<file path="src/source/periph_pkg.sv">
`default_nettype none

package periph_pkg;

    // Bus widths.
    localparam int addr_w = 24;
    localparam int data_w = 32;

    // Core data port and host port.
    localparam int n_masters = 2;

    // Address bit that splits the map into the plic and timer regions.
    localparam int region_bit = 16;

    // Interrupt controller registers, region 0.
    // Pending register is read-only.
    localparam logic [addr_w-1:0] plic_ip_off = 24'h001000;
    localparam logic [addr_w-1:0] plic_ie_off = 24'h002000;

    // Machine timer registers, region 1.
    // Writing mtime loads the counter.
    localparam logic [addr_w-1:0] timer_mtime_off = 24'h010000;
    localparam logic [addr_w-1:0] timer_cmp_off   = 24'h010008;

endpackage

`default_nettype wire
</file>
<file path="src/source/periph_subsystem.sv">
`default_nettype none

module periph_subsystem #(
    parameter int irq_cnt = 7
) (
    input  wire logic                          clk,
    input  wire logic                          reset,

    // Core data port.
    input  wire logic                          m0_req_i,
    input  wire logic [3:0]                    m0_we_i,
    input  wire logic [periph_pkg::addr_w-1:0] m0_addr_i,
    input  wire logic [periph_pkg::data_w-1:0] m0_wdata_i,
    output logic                               m0_gnt_o,
    output logic [periph_pkg::data_w-1:0]      m0_rdata_o,
    output logic                               m0_rvalid_o,

    // Host port.
    input  wire logic                          m1_req_i,
    input  wire logic [3:0]                    m1_we_i,
    input  wire logic [periph_pkg::addr_w-1:0] m1_addr_i,
    input  wire logic [periph_pkg::data_w-1:0] m1_wdata_i,
    output logic                               m1_gnt_o,
    output logic [periph_pkg::data_w-1:0]      m1_rdata_o,
    output logic                               m1_rvalid_o,

    input  wire logic [irq_cnt:2]              ext_irq_i,
    input  wire logic                          iack_i,
    output logic                               irq_o,
    output logic [$clog2(irq_cnt+1)-1:0]       id_o,
    output logic [irq_cnt:1]                   iack_o
);

    import periph_pkg::*;

    logic              plic_en;
    logic              timer_en;
    logic [3:0]        bus_we;
    logic [addr_w-1:0] bus_addr;
    logic [data_w-1:0] bus_wdata;
    logic [data_w-1:0] plic_rdata;
    logic [data_w-1:0] timer_rdata;
    logic              timer_irq;
    logic [irq_cnt:1]  irq_vec;

    // Source 1 is the timer, the rest come from pins.
    assign irq_vec = {ext_irq_i, timer_irq};

    periph_bus_arbiter periph_bus_arbiter_inst (
        .clk           (clk),
        .reset         (reset),
        .m0_req_i      (m0_req_i),
        .m0_we_i       (m0_we_i),
        .m0_addr_i     (m0_addr_i),
        .m0_wdata_i    (m0_wdata_i),
        .m0_gnt_o      (m0_gnt_o),
        .m0_rdata_o    (m0_rdata_o),
        .m0_rvalid_o   (m0_rvalid_o),
        .m1_req_i      (m1_req_i),
        .m1_we_i       (m1_we_i),
        .m1_addr_i     (m1_addr_i),
        .m1_wdata_i    (m1_wdata_i),
        .m1_gnt_o      (m1_gnt_o),
        .m1_rdata_o    (m1_rdata_o),
        .m1_rvalid_o   (m1_rvalid_o),
        .plic_rdata_i  (plic_rdata),
        .timer_rdata_i (timer_rdata),
        .plic_en_o     (plic_en),
        .timer_en_o    (timer_en),
        .bus_we_o      (bus_we),
        .bus_addr_o    (bus_addr),
        .bus_wdata_o   (bus_wdata)
    );

    plic #(
        .irq_cnt (irq_cnt)
    ) plic_inst (
        .clk    (clk),
        .reset  (reset),
        .en_i   (plic_en),
        .we_i   (bus_we),
        .addr_i (bus_addr),
        .data_i (bus_wdata),
        .data_o (plic_rdata),
        .irq_i  (irq_vec),
        .iack_i (iack_i),
        .iack_o (iack_o),
        .irq_o  (irq_o),
        .id_o   (id_o)
    );

    machine_timer machine_timer_inst (
        .clk         (clk),
        .reset       (reset),
        .en_i        (timer_en),
        .we_i        (bus_we),
        .addr_i      (bus_addr),
        .data_i      (bus_wdata),
        .data_o      (timer_rdata),
        .timer_irq_o (timer_irq)
    );

endmodule

`default_nettype wire

</file>
<file path="src/source/machine_timer.sv">
`default_nettype none

module machine_timer (
    input  wire logic                          clk,
    input  wire logic                          reset,

    input  wire logic                          en_i,
    input  wire logic [3:0]                    we_i,
    input  wire logic [periph_pkg::addr_w-1:0] addr_i,
    input  wire logic [periph_pkg::data_w-1:0] data_i,
    output logic [periph_pkg::data_w-1:0]      data_o,

    output logic                               timer_irq_o
);

    import periph_pkg::*;

    logic [data_w-1:0] mtime;
    logic [data_w-1:0] mtimecmp;
    logic              bus_wr;
    logic              bus_rd;
    logic              mtime_wr;
    logic              cmp_wr;

    assign bus_wr = en_i & (we_i != 4'b0000);
    assign bus_rd = en_i & (we_i == 4'b0000);

    assign mtime_wr = bus_wr & (addr_i == timer_mtime_off);
    assign cmp_wr   = bus_wr & (addr_i == timer_cmp_off);

    // Free-running counter.
    // A write replaces the increment for that cycle.
    always_ff @(posedge clk) begin
        if (reset) begin
            mtime <= '0;
        end
        else if (mtime_wr) begin
            mtime <= data_i;
        end
        else begin
            mtime <= mtime + 1'b1;
        end
    end

    // All ones keeps the interrupt quiet out of reset.
    always_ff @(posedge clk) begin
        if (reset) begin
            mtimecmp <= '1;
        end
        else if (cmp_wr) begin
            mtimecmp <= data_i;
        end
    end

    // Compare result, one cycle behind the registers.
    always_ff @(posedge clk) begin
        if (reset) begin
            timer_irq_o <= 1'b0;
        end
        else begin
            timer_irq_o <= (mtime >= mtimecmp);
        end
    end

    // Read data.
    always_ff @(posedge clk) begin
        if (reset) begin
            data_o <= '0;
        end
        else if (bus_rd) begin
            case (addr_i)
                timer_mtime_off: data_o <= mtime;
                timer_cmp_off:   data_o <= mtimecmp;
                default:         data_o <= '0;
            endcase
        end
    end

endmodule

`default_nettype wire

</file>
<file path="src/source/plic.sv">
`default_nettype none

module plic #(
    parameter int irq_cnt = 7
) (
    input  wire logic                          clk,
    input  wire logic                          reset,

    input  wire logic                          en_i,
    input  wire logic [3:0]                    we_i,
    input  wire logic [periph_pkg::addr_w-1:0] addr_i,
    input  wire logic [periph_pkg::data_w-1:0] data_i,
    output logic [periph_pkg::data_w-1:0]      data_o,

    input  wire logic [irq_cnt:1]              irq_i,
    input  wire logic                          iack_i,

    output logic [irq_cnt:1]                   iack_o,
    output logic                               irq_o,
    output logic [$clog2(irq_cnt+1)-1:0]       id_o
);

    import periph_pkg::*;

    localparam int id_w = $clog2(irq_cnt + 1);

    logic [irq_cnt:1] ip;
    logic [irq_cnt:1] ie;
    logic [irq_cnt:1] active;
    logic             bus_wr;
    logic             bus_rd;

    // Sources are sampled once per cycle.
    always_ff @(posedge clk) begin
        if (reset) begin
            ip <= '0;
        end
        else begin
            ip <= irq_i;
        end
    end

    assign active = ip & ie;

    // Lowest pending index wins. Zero means nothing pending.
    always_comb begin
        id_o = '0;
        for (int i = irq_cnt; i >= 1; i--) begin
            if (active[i]) begin
                id_o = id_w'(i);
            end
        end
    end

    assign irq_o = (|active) & ~iack_i;

    always_comb begin
        for (int i = 1; i <= irq_cnt; i++) begin
            iack_o[i] = iack_i & (id_o == id_w'(i));
        end
    end

    // Register access.
    // Any nonzero strobe writes the whole word.
    assign bus_wr = en_i & (we_i != 4'b0000);
    assign bus_rd = en_i & (we_i == 4'b0000);

    always_ff @(posedge clk) begin
        if (reset) begin
            ie <= '0;
        end
        else if (bus_wr && addr_i == plic_ie_off) begin
            ie <= data_i[irq_cnt:1];
        end
    end

    always_ff @(posedge clk) begin
        if (reset) begin
            data_o <= '0;
        end
        else if (bus_rd) begin
            case (addr_i)
                plic_ip_off: data_o <= data_w'({ip, 1'b0});
                plic_ie_off: data_o <= data_w'({ie, 1'b0});
                default:     data_o <= '0;
            endcase
        end
    end

endmodule

`default_nettype wire

</file>
<file path="src/source/periph_bus_arbiter.sv">
`default_nettype none

module periph_bus_arbiter (
    input  wire logic                          clk,
    input  wire logic                          reset,

    input  wire logic                          m0_req_i,
    input  wire logic [3:0]                    m0_we_i,
    input  wire logic [periph_pkg::addr_w-1:0] m0_addr_i,
    input  wire logic [periph_pkg::data_w-1:0] m0_wdata_i,
    output logic                               m0_gnt_o,
    output logic [periph_pkg::data_w-1:0]      m0_rdata_o,
    output logic                               m0_rvalid_o,

    input  wire logic                          m1_req_i,
    input  wire logic [3:0]                    m1_we_i,
    input  wire logic [periph_pkg::addr_w-1:0] m1_addr_i,
    input  wire logic [periph_pkg::data_w-1:0] m1_wdata_i,
    output logic                               m1_gnt_o,
    output logic [periph_pkg::data_w-1:0]      m1_rdata_o,
    output logic                               m1_rvalid_o,

    input  wire logic [periph_pkg::data_w-1:0] plic_rdata_i,
    input  wire logic [periph_pkg::data_w-1:0] timer_rdata_i,
    output logic                               plic_en_o,
    output logic                               timer_en_o,
    output logic [3:0]                         bus_we_o,
    output logic [periph_pkg::addr_w-1:0]      bus_addr_o,
    output logic [periph_pkg::data_w-1:0]      bus_wdata_o
);

    import periph_pkg::*;

    localparam int sel_w = $clog2(n_masters);
    localparam logic [sel_w-1:0] m0_idx = '0;
    localparam logic [sel_w-1:0] m1_idx = sel_w'(1);

    logic [sel_w-1:0]  last_gnt;
    logic [sel_w-1:0]  gnt_idx;
    logic              any_gnt;

    // Read return record, valid for one cycle after a read grant.
    logic              rd_pend;
    logic [sel_w-1:0]  rd_master;
    logic              rd_region;
    logic [data_w-1:0] rd_data;

    // A lone requester wins at once; on a tie the master not granted last wins.
    assign m0_gnt_o = m0_req_i & (~m1_req_i | (last_gnt == m1_idx));
    assign m1_gnt_o = m1_req_i & (~m0_req_i | (last_gnt == m0_idx));

    assign any_gnt = m0_gnt_o | m1_gnt_o;
    assign gnt_idx = m1_gnt_o ? m1_idx : m0_idx;

    always_comb begin
        if (gnt_idx == m1_idx) begin
            bus_we_o    = m1_we_i;
            bus_addr_o  = m1_addr_i;
            bus_wdata_o = m1_wdata_i;
        end
        else begin
            bus_we_o    = m0_we_i;
            bus_addr_o  = m0_addr_i;
            bus_wdata_o = m0_wdata_i;
        end
    end

    // Region decode.
    assign plic_en_o  = any_gnt & ~bus_addr_o[region_bit];
    assign timer_en_o = any_gnt & bus_addr_o[region_bit];

    always_ff @(posedge clk) begin
        if (reset) begin
            last_gnt <= m1_idx;
        end
        else if (any_gnt) begin
            last_gnt <= gnt_idx;
        end
    end

    always_ff @(posedge clk) begin
        if (reset) begin
            rd_pend   <= 1'b0;
            rd_master <= m0_idx;
            rd_region <= 1'b0;
        end
        else begin
            rd_pend   <= any_gnt & (bus_we_o == 4'b0000);
            rd_master <= gnt_idx;
            rd_region <= bus_addr_o[region_bit];
        end
    end

    // Steer the registered peripheral word back to the master that asked.
    assign rd_data = rd_region ? timer_rdata_i : plic_rdata_i;

    assign m0_rvalid_o = rd_pend & (rd_master == m0_idx);
    assign m1_rvalid_o = rd_pend & (rd_master == m1_idx);

    assign m0_rdata_o = m0_rvalid_o ? rd_data : '0;
    assign m1_rdata_o = m1_rvalid_o ? rd_data : '0;

endmodule

`default_nettype wire

</file>
<file path="config.mk">
export PLATFORM = sky130hd
export DESIGN_NAME = periph_subsystem
export DESIGN_NICKNAME = d
export VERILOG_FILES = /design/src/source/periph_pkg.sv /design/src/source/periph_subsystem.sv /design/src/source/machine_timer.sv /design/src/source/plic.sv /design/src/source/periph_bus_arbiter.sv
export SDC_FILE = /design/constraint.sdc
export NUM_CORES = 1
export LEC_CHECK = 0
export BUFFER_PORTS_ARGS = -buffer_cell sky130_fd_sc_hd__buf_2
export CAP_MARGIN = 0
export CELL_PAD_IN_SITES_DETAIL_PLACEMENT = 0
export CELL_PAD_IN_SITES_GLOBAL_PLACEMENT = 1
export CORE_MARGIN = 4
export CORE_UTILIZATION = 38
export CTS_BUF_LIST = sky130_fd_sc_hd__clkbuf_8 sky130_fd_sc_hd__clkbuf_16
export CTS_CLUSTER_SIZE = 12
export DETAILED_ROUTE_END_ITERATION = 8
export GPL_TIMING_DRIVEN = 0
export HOLD_SLACK_MARGIN = 0.1
export PLACE_DENSITY = 0.92
export REMOVE_ABC_BUFFERS = 1
export SLEW_MARGIN = 10
export SYNTH_ARGS = -nofsm -noshare
export SYNTH_HDL_FRONTEND = slang
export SYNTH_SLANG_ARGS = --single-unit
</file>
<file path="constraint.sdc">
create_clock -name clk -period 2.75 [get_ports clk]
set_clock_uncertainty 0.15 [all_clocks]
set_input_delay 0 -clock clk [delete_from_list [all_inputs] [get_ports clk]]
set_output_delay 0 -clock clk [all_outputs]
set_load 0.005 [all_outputs]
</file>
==> flow_summary_export.csv <==
group,metric,value,unit
setup_path,timing.reg2reg.worst_path_depth,9,
die,die_area,21700,um^2
place,placedCellCount,1367,
clock_tree,clk_transition_reported_paths,0.06,ns
global_route,gr-usage-met1,25.9,%
setup_path,timing.critical_path.arrival,2.82,ns
synthesis,postSynth.topFlopCell,"dfxtp_1",
synthesis,synth_top_family_by_area,"simple AND/OR/NAND/NOR gates",
setup_path,timing.setup.critical_path_class,"reg -> reg",
timing,final_period_minus_worst_setup_slack,2.65,ns
global_route,grt_max_degree,92,
synthesis,compound_gate_portion_of_the_synthesized_area,14.2,%
timing,grt_setup_unrepaired,"no",
synthesis,ys_seq_elements,122,
synthesis,syn_area,7370,um^2
route,detail_route.first_pass.iterations,5,
clock_tree,cts_root_buf,"clkbuf_16",
cells_and_area,antenna-diode-count,0,
route,drt-vias-per-instance,5.19,
clock_tree,clkSinkCount,122,
synthesis,synthDistinctLibCells,53,
route,routed_wire_length_per_instance,16.0,um
synthesis,netlist.top_cell.by_area,"dfxtp_1",
synthesis,syn_avg_cell_area,7.84,um^2
die,dieWidth,147,um
cells_and_area,drive_gt1_share,23.7,%
setup_path,required,2.93,ns
global_route,met3_demand_to_capacity_share_in_global_routing,3.27,%
synthesis,synthSimpleGateAreaFrac,32.3,%
synthesis,synth_xor_xnor_area_share,3.57,%
pwr,vdd.ir_drop.worst,299,uV
global_route,antenna_found_initial,0,
global_route,gr-usage-all-layers,21.3,%
timing,timing_max_transition_violations_final,0,
timing,setup_violations,0,
global_route,grt_pass1_wl,37800,um
synthesis,synth_edf_count,0,
cells_and_area,highest_count_cells_in_the_layout_ignoring_fill_and_taps,"buf_2, nor2_1, dfxtp_1",
synthesis,ys_async_sr_fraction,0,%
setup_path,setup.worst_path.end_class,"flop",
synthesis,syn-instance-count,940,
synthesis,synth-warning-count,0,
setup_path,critical_path.max_fanout,32,
pwr,power.density_cell_area,444,nW/um^2
global_route,grt_pass1_vias,7615,
global_route,global_route.peak_usage_layer,"met2",
synthesis,synth_seq_area_share,33.1,%
timing,hold_viol,0,
place,buffers_added_on_ports,209,
global_route,globalRouteOverflowTotal,0,
run_status,run_status,"finished, final reports clean",
route,finalWirelength,23900,um
die,rows,50,
timing,fin_hold_ws,0.106,ns
timing,max_slew.worst_pin.slew,1.01,ns
cells_and_area,stdcell_count,1490,
global_route,gr-usage-met2,38.9,%
clock_tree,tritoncts,"yes",
pwr,total_leakage_power,5.16,nW
cells_and_area,syn2layout_area_growth,39.4,%
timing,setup_total_negative_slack,0,ns
die,die_y,147,um
flow_run,timing.max_cap.violations,0,
timing,layout_worst_path_cycle_share,96.2,%
cells_and_area,most_common_cell_after_layout_fill_and_taps_aside,"buf_2",
die,start_util,39.0,%
place,hpwl,16200,um
clock_tree,cts_inserted_buffers,17,
route,drc,0,
synthesis,main_area_contributors_after_synthesis,"dfxtp_1, nor2_1, nand2_1",
synthesis,yosys.area_share.adder,5.60,%
clock_tree,max-clock-path-buffers,2,
hold_path,min_delay_path_depth,3,
place,gpl.final_weighted_congestion,0.844,
clock_tree,h-tree-depth,4,
timing,slew_headroom,32.2,%
timing,fmax,378,MHz
setup_path,timing.critical_path.from_type,"flop",
hold_path,hold_class,"in -> out",
cells_and_area,layout.nets,1381,
die,ioPinCount,210,
pwr,totalPowerFinal,0.00457,W
die,core_area,18900,um^2
route,num_vias,7729,
synthesis,yosys-mux-area-fraction,5.30,%
route,antenna_left,0,
clock_tree,worst_skew_pair.late_latency,0.42,ns
route,detail_route.iter0.violations,445,
synthesis,synth_largest_type_area_fraction,33.1,%
[through the flow]
| stage | util, % | setup WS, ns | cell area, um^2 |
|---|---|---|---|
| 6_report | 54.4 | 0.103 | 10300 |
| 4_1_cts | 54.2 | 0.0533 | 10200 |
| 3_3_place_gp | 44.9 | -6.35 | 8480 |
| 2_1_floorplan | - | -2.58 | 7110 |
| 5_1_grt | 54.4 | 0.0291 | 10300 |
| 3_5_place_dp | 46.2 | -0.720 | 8730 |
[cell usage after synthesis, drive strengths merged (2+ instances only)]
master     n
o21ai     10
dfxtp    122
nor2b     12
buf       15
nor4      13
a21o       7
a221oi    40
nor3      61
and4       4
ha        33
inv       41
nand2b     4
nand2    118
a21oi     22
nand3     14
nand4b     3
a211oi    16
mux2i     39
clkbuf    42
a311oi    15
xnor2     19
a2111oi    3
a222oi     3
xor2      11
nor2     166
and3b     15
and2      53
nand4     23
and3       2
[area by class of cell]
class	instances	area [um^2]
Timing Repair inverter	1	11.3
Fill cell	1780	8620
Inverter	42	184
Tap cell	260	325
Sequential cell	122	2450
Multi-Input combinational cell	720	4560
Clock buffer	18	439
Clock inverter	14	156
Timing Repair Buffer	313	2150
[state kept, by name, summed over array words and instances (netlist names)]
register and flops:
plic_inst.ie 7, plic_inst.data_o 7, machine_timer_inst.timer_irq_o 1, plic_inst.ip 7
periph_bus_arbiter_inst.rd_master 1, periph_bus_arbiter_inst.last_gnt 1, periph_bus_arbiter_inst.rd_region 1, machine_timer_inst.mtime 32
machine_timer_inst.data_o 32, periph_bus_arbiter_inst.rd_pend 1, machine_timer_inst.mtimecmp 32
[kinds of logic (layout without fill, tap and decap cells)]
logic type      Yosys count  in the layout
mux                      39             39
compound gates          126            127
fa+ha+maj                33             33
flops                   122            122
buf+inv                  99            388
simple gates            491            491
xor+xnor                 30             30
[per-layer routing]
metal  part of all wire, %  vias to the layer above
met1                    43                     3615
met5                     0                        -
met3                   5.2                       25
li1                      -                     3851
met2                    50                      238
met4                   1.4                        0
[final timing paths]
kind	slack (ns)	start	to
worst max register to register	0.10	periph_bus_arbiter_inst.last_gnt$_SDFFE_PP1N_	machine_timer_inst.mtime[22]$_SDFF_PP0_
worst min-delay path	0.11	iack_i	irq_o
worst min register to register	0.29	machine_timer_inst.timer_irq_o$_SDFF_PP0_	plic_inst.ip[1]$_SDFF_PP0_
worst max-delay path	0.10	periph_bus_arbiter_inst.last_gnt$_SDFFE_PP1N_	machine_timer_inst.mtime[22]$_SDFF_PP0_
[power breakdown]
part / internal (W) / switching [W]
registers: 0.00179 / 0.0000228
logic: 0.000249 / 0.000239
clock network: 0.00143 / 0.000832
[worst max-delay path: stages (launching register included)]
cell and delay, ns:
dfxtp_4 0.38, a21bo_4 0.25, buf_16 0.15, clkinv_16 0.09, nand4_2 0.10, a222oi_1 0.37, buf_4 0.17, and2_4 0.45
nor2_1 0.14, a311oi_2 0.27
[repair_timing]
action | CTS | global route
gates cloned | 1 | 1
pin swaps | 4 | 3
endpoints found under the setup margin | 110 | 32
buffers inserted | 5 | 2
endpoints found under the hold margin | 100 | 0
gates resized for setup | 9 | 5
hold buffers | 83 | 0
No activity file was read; power rests on OpenSTA's default activity.
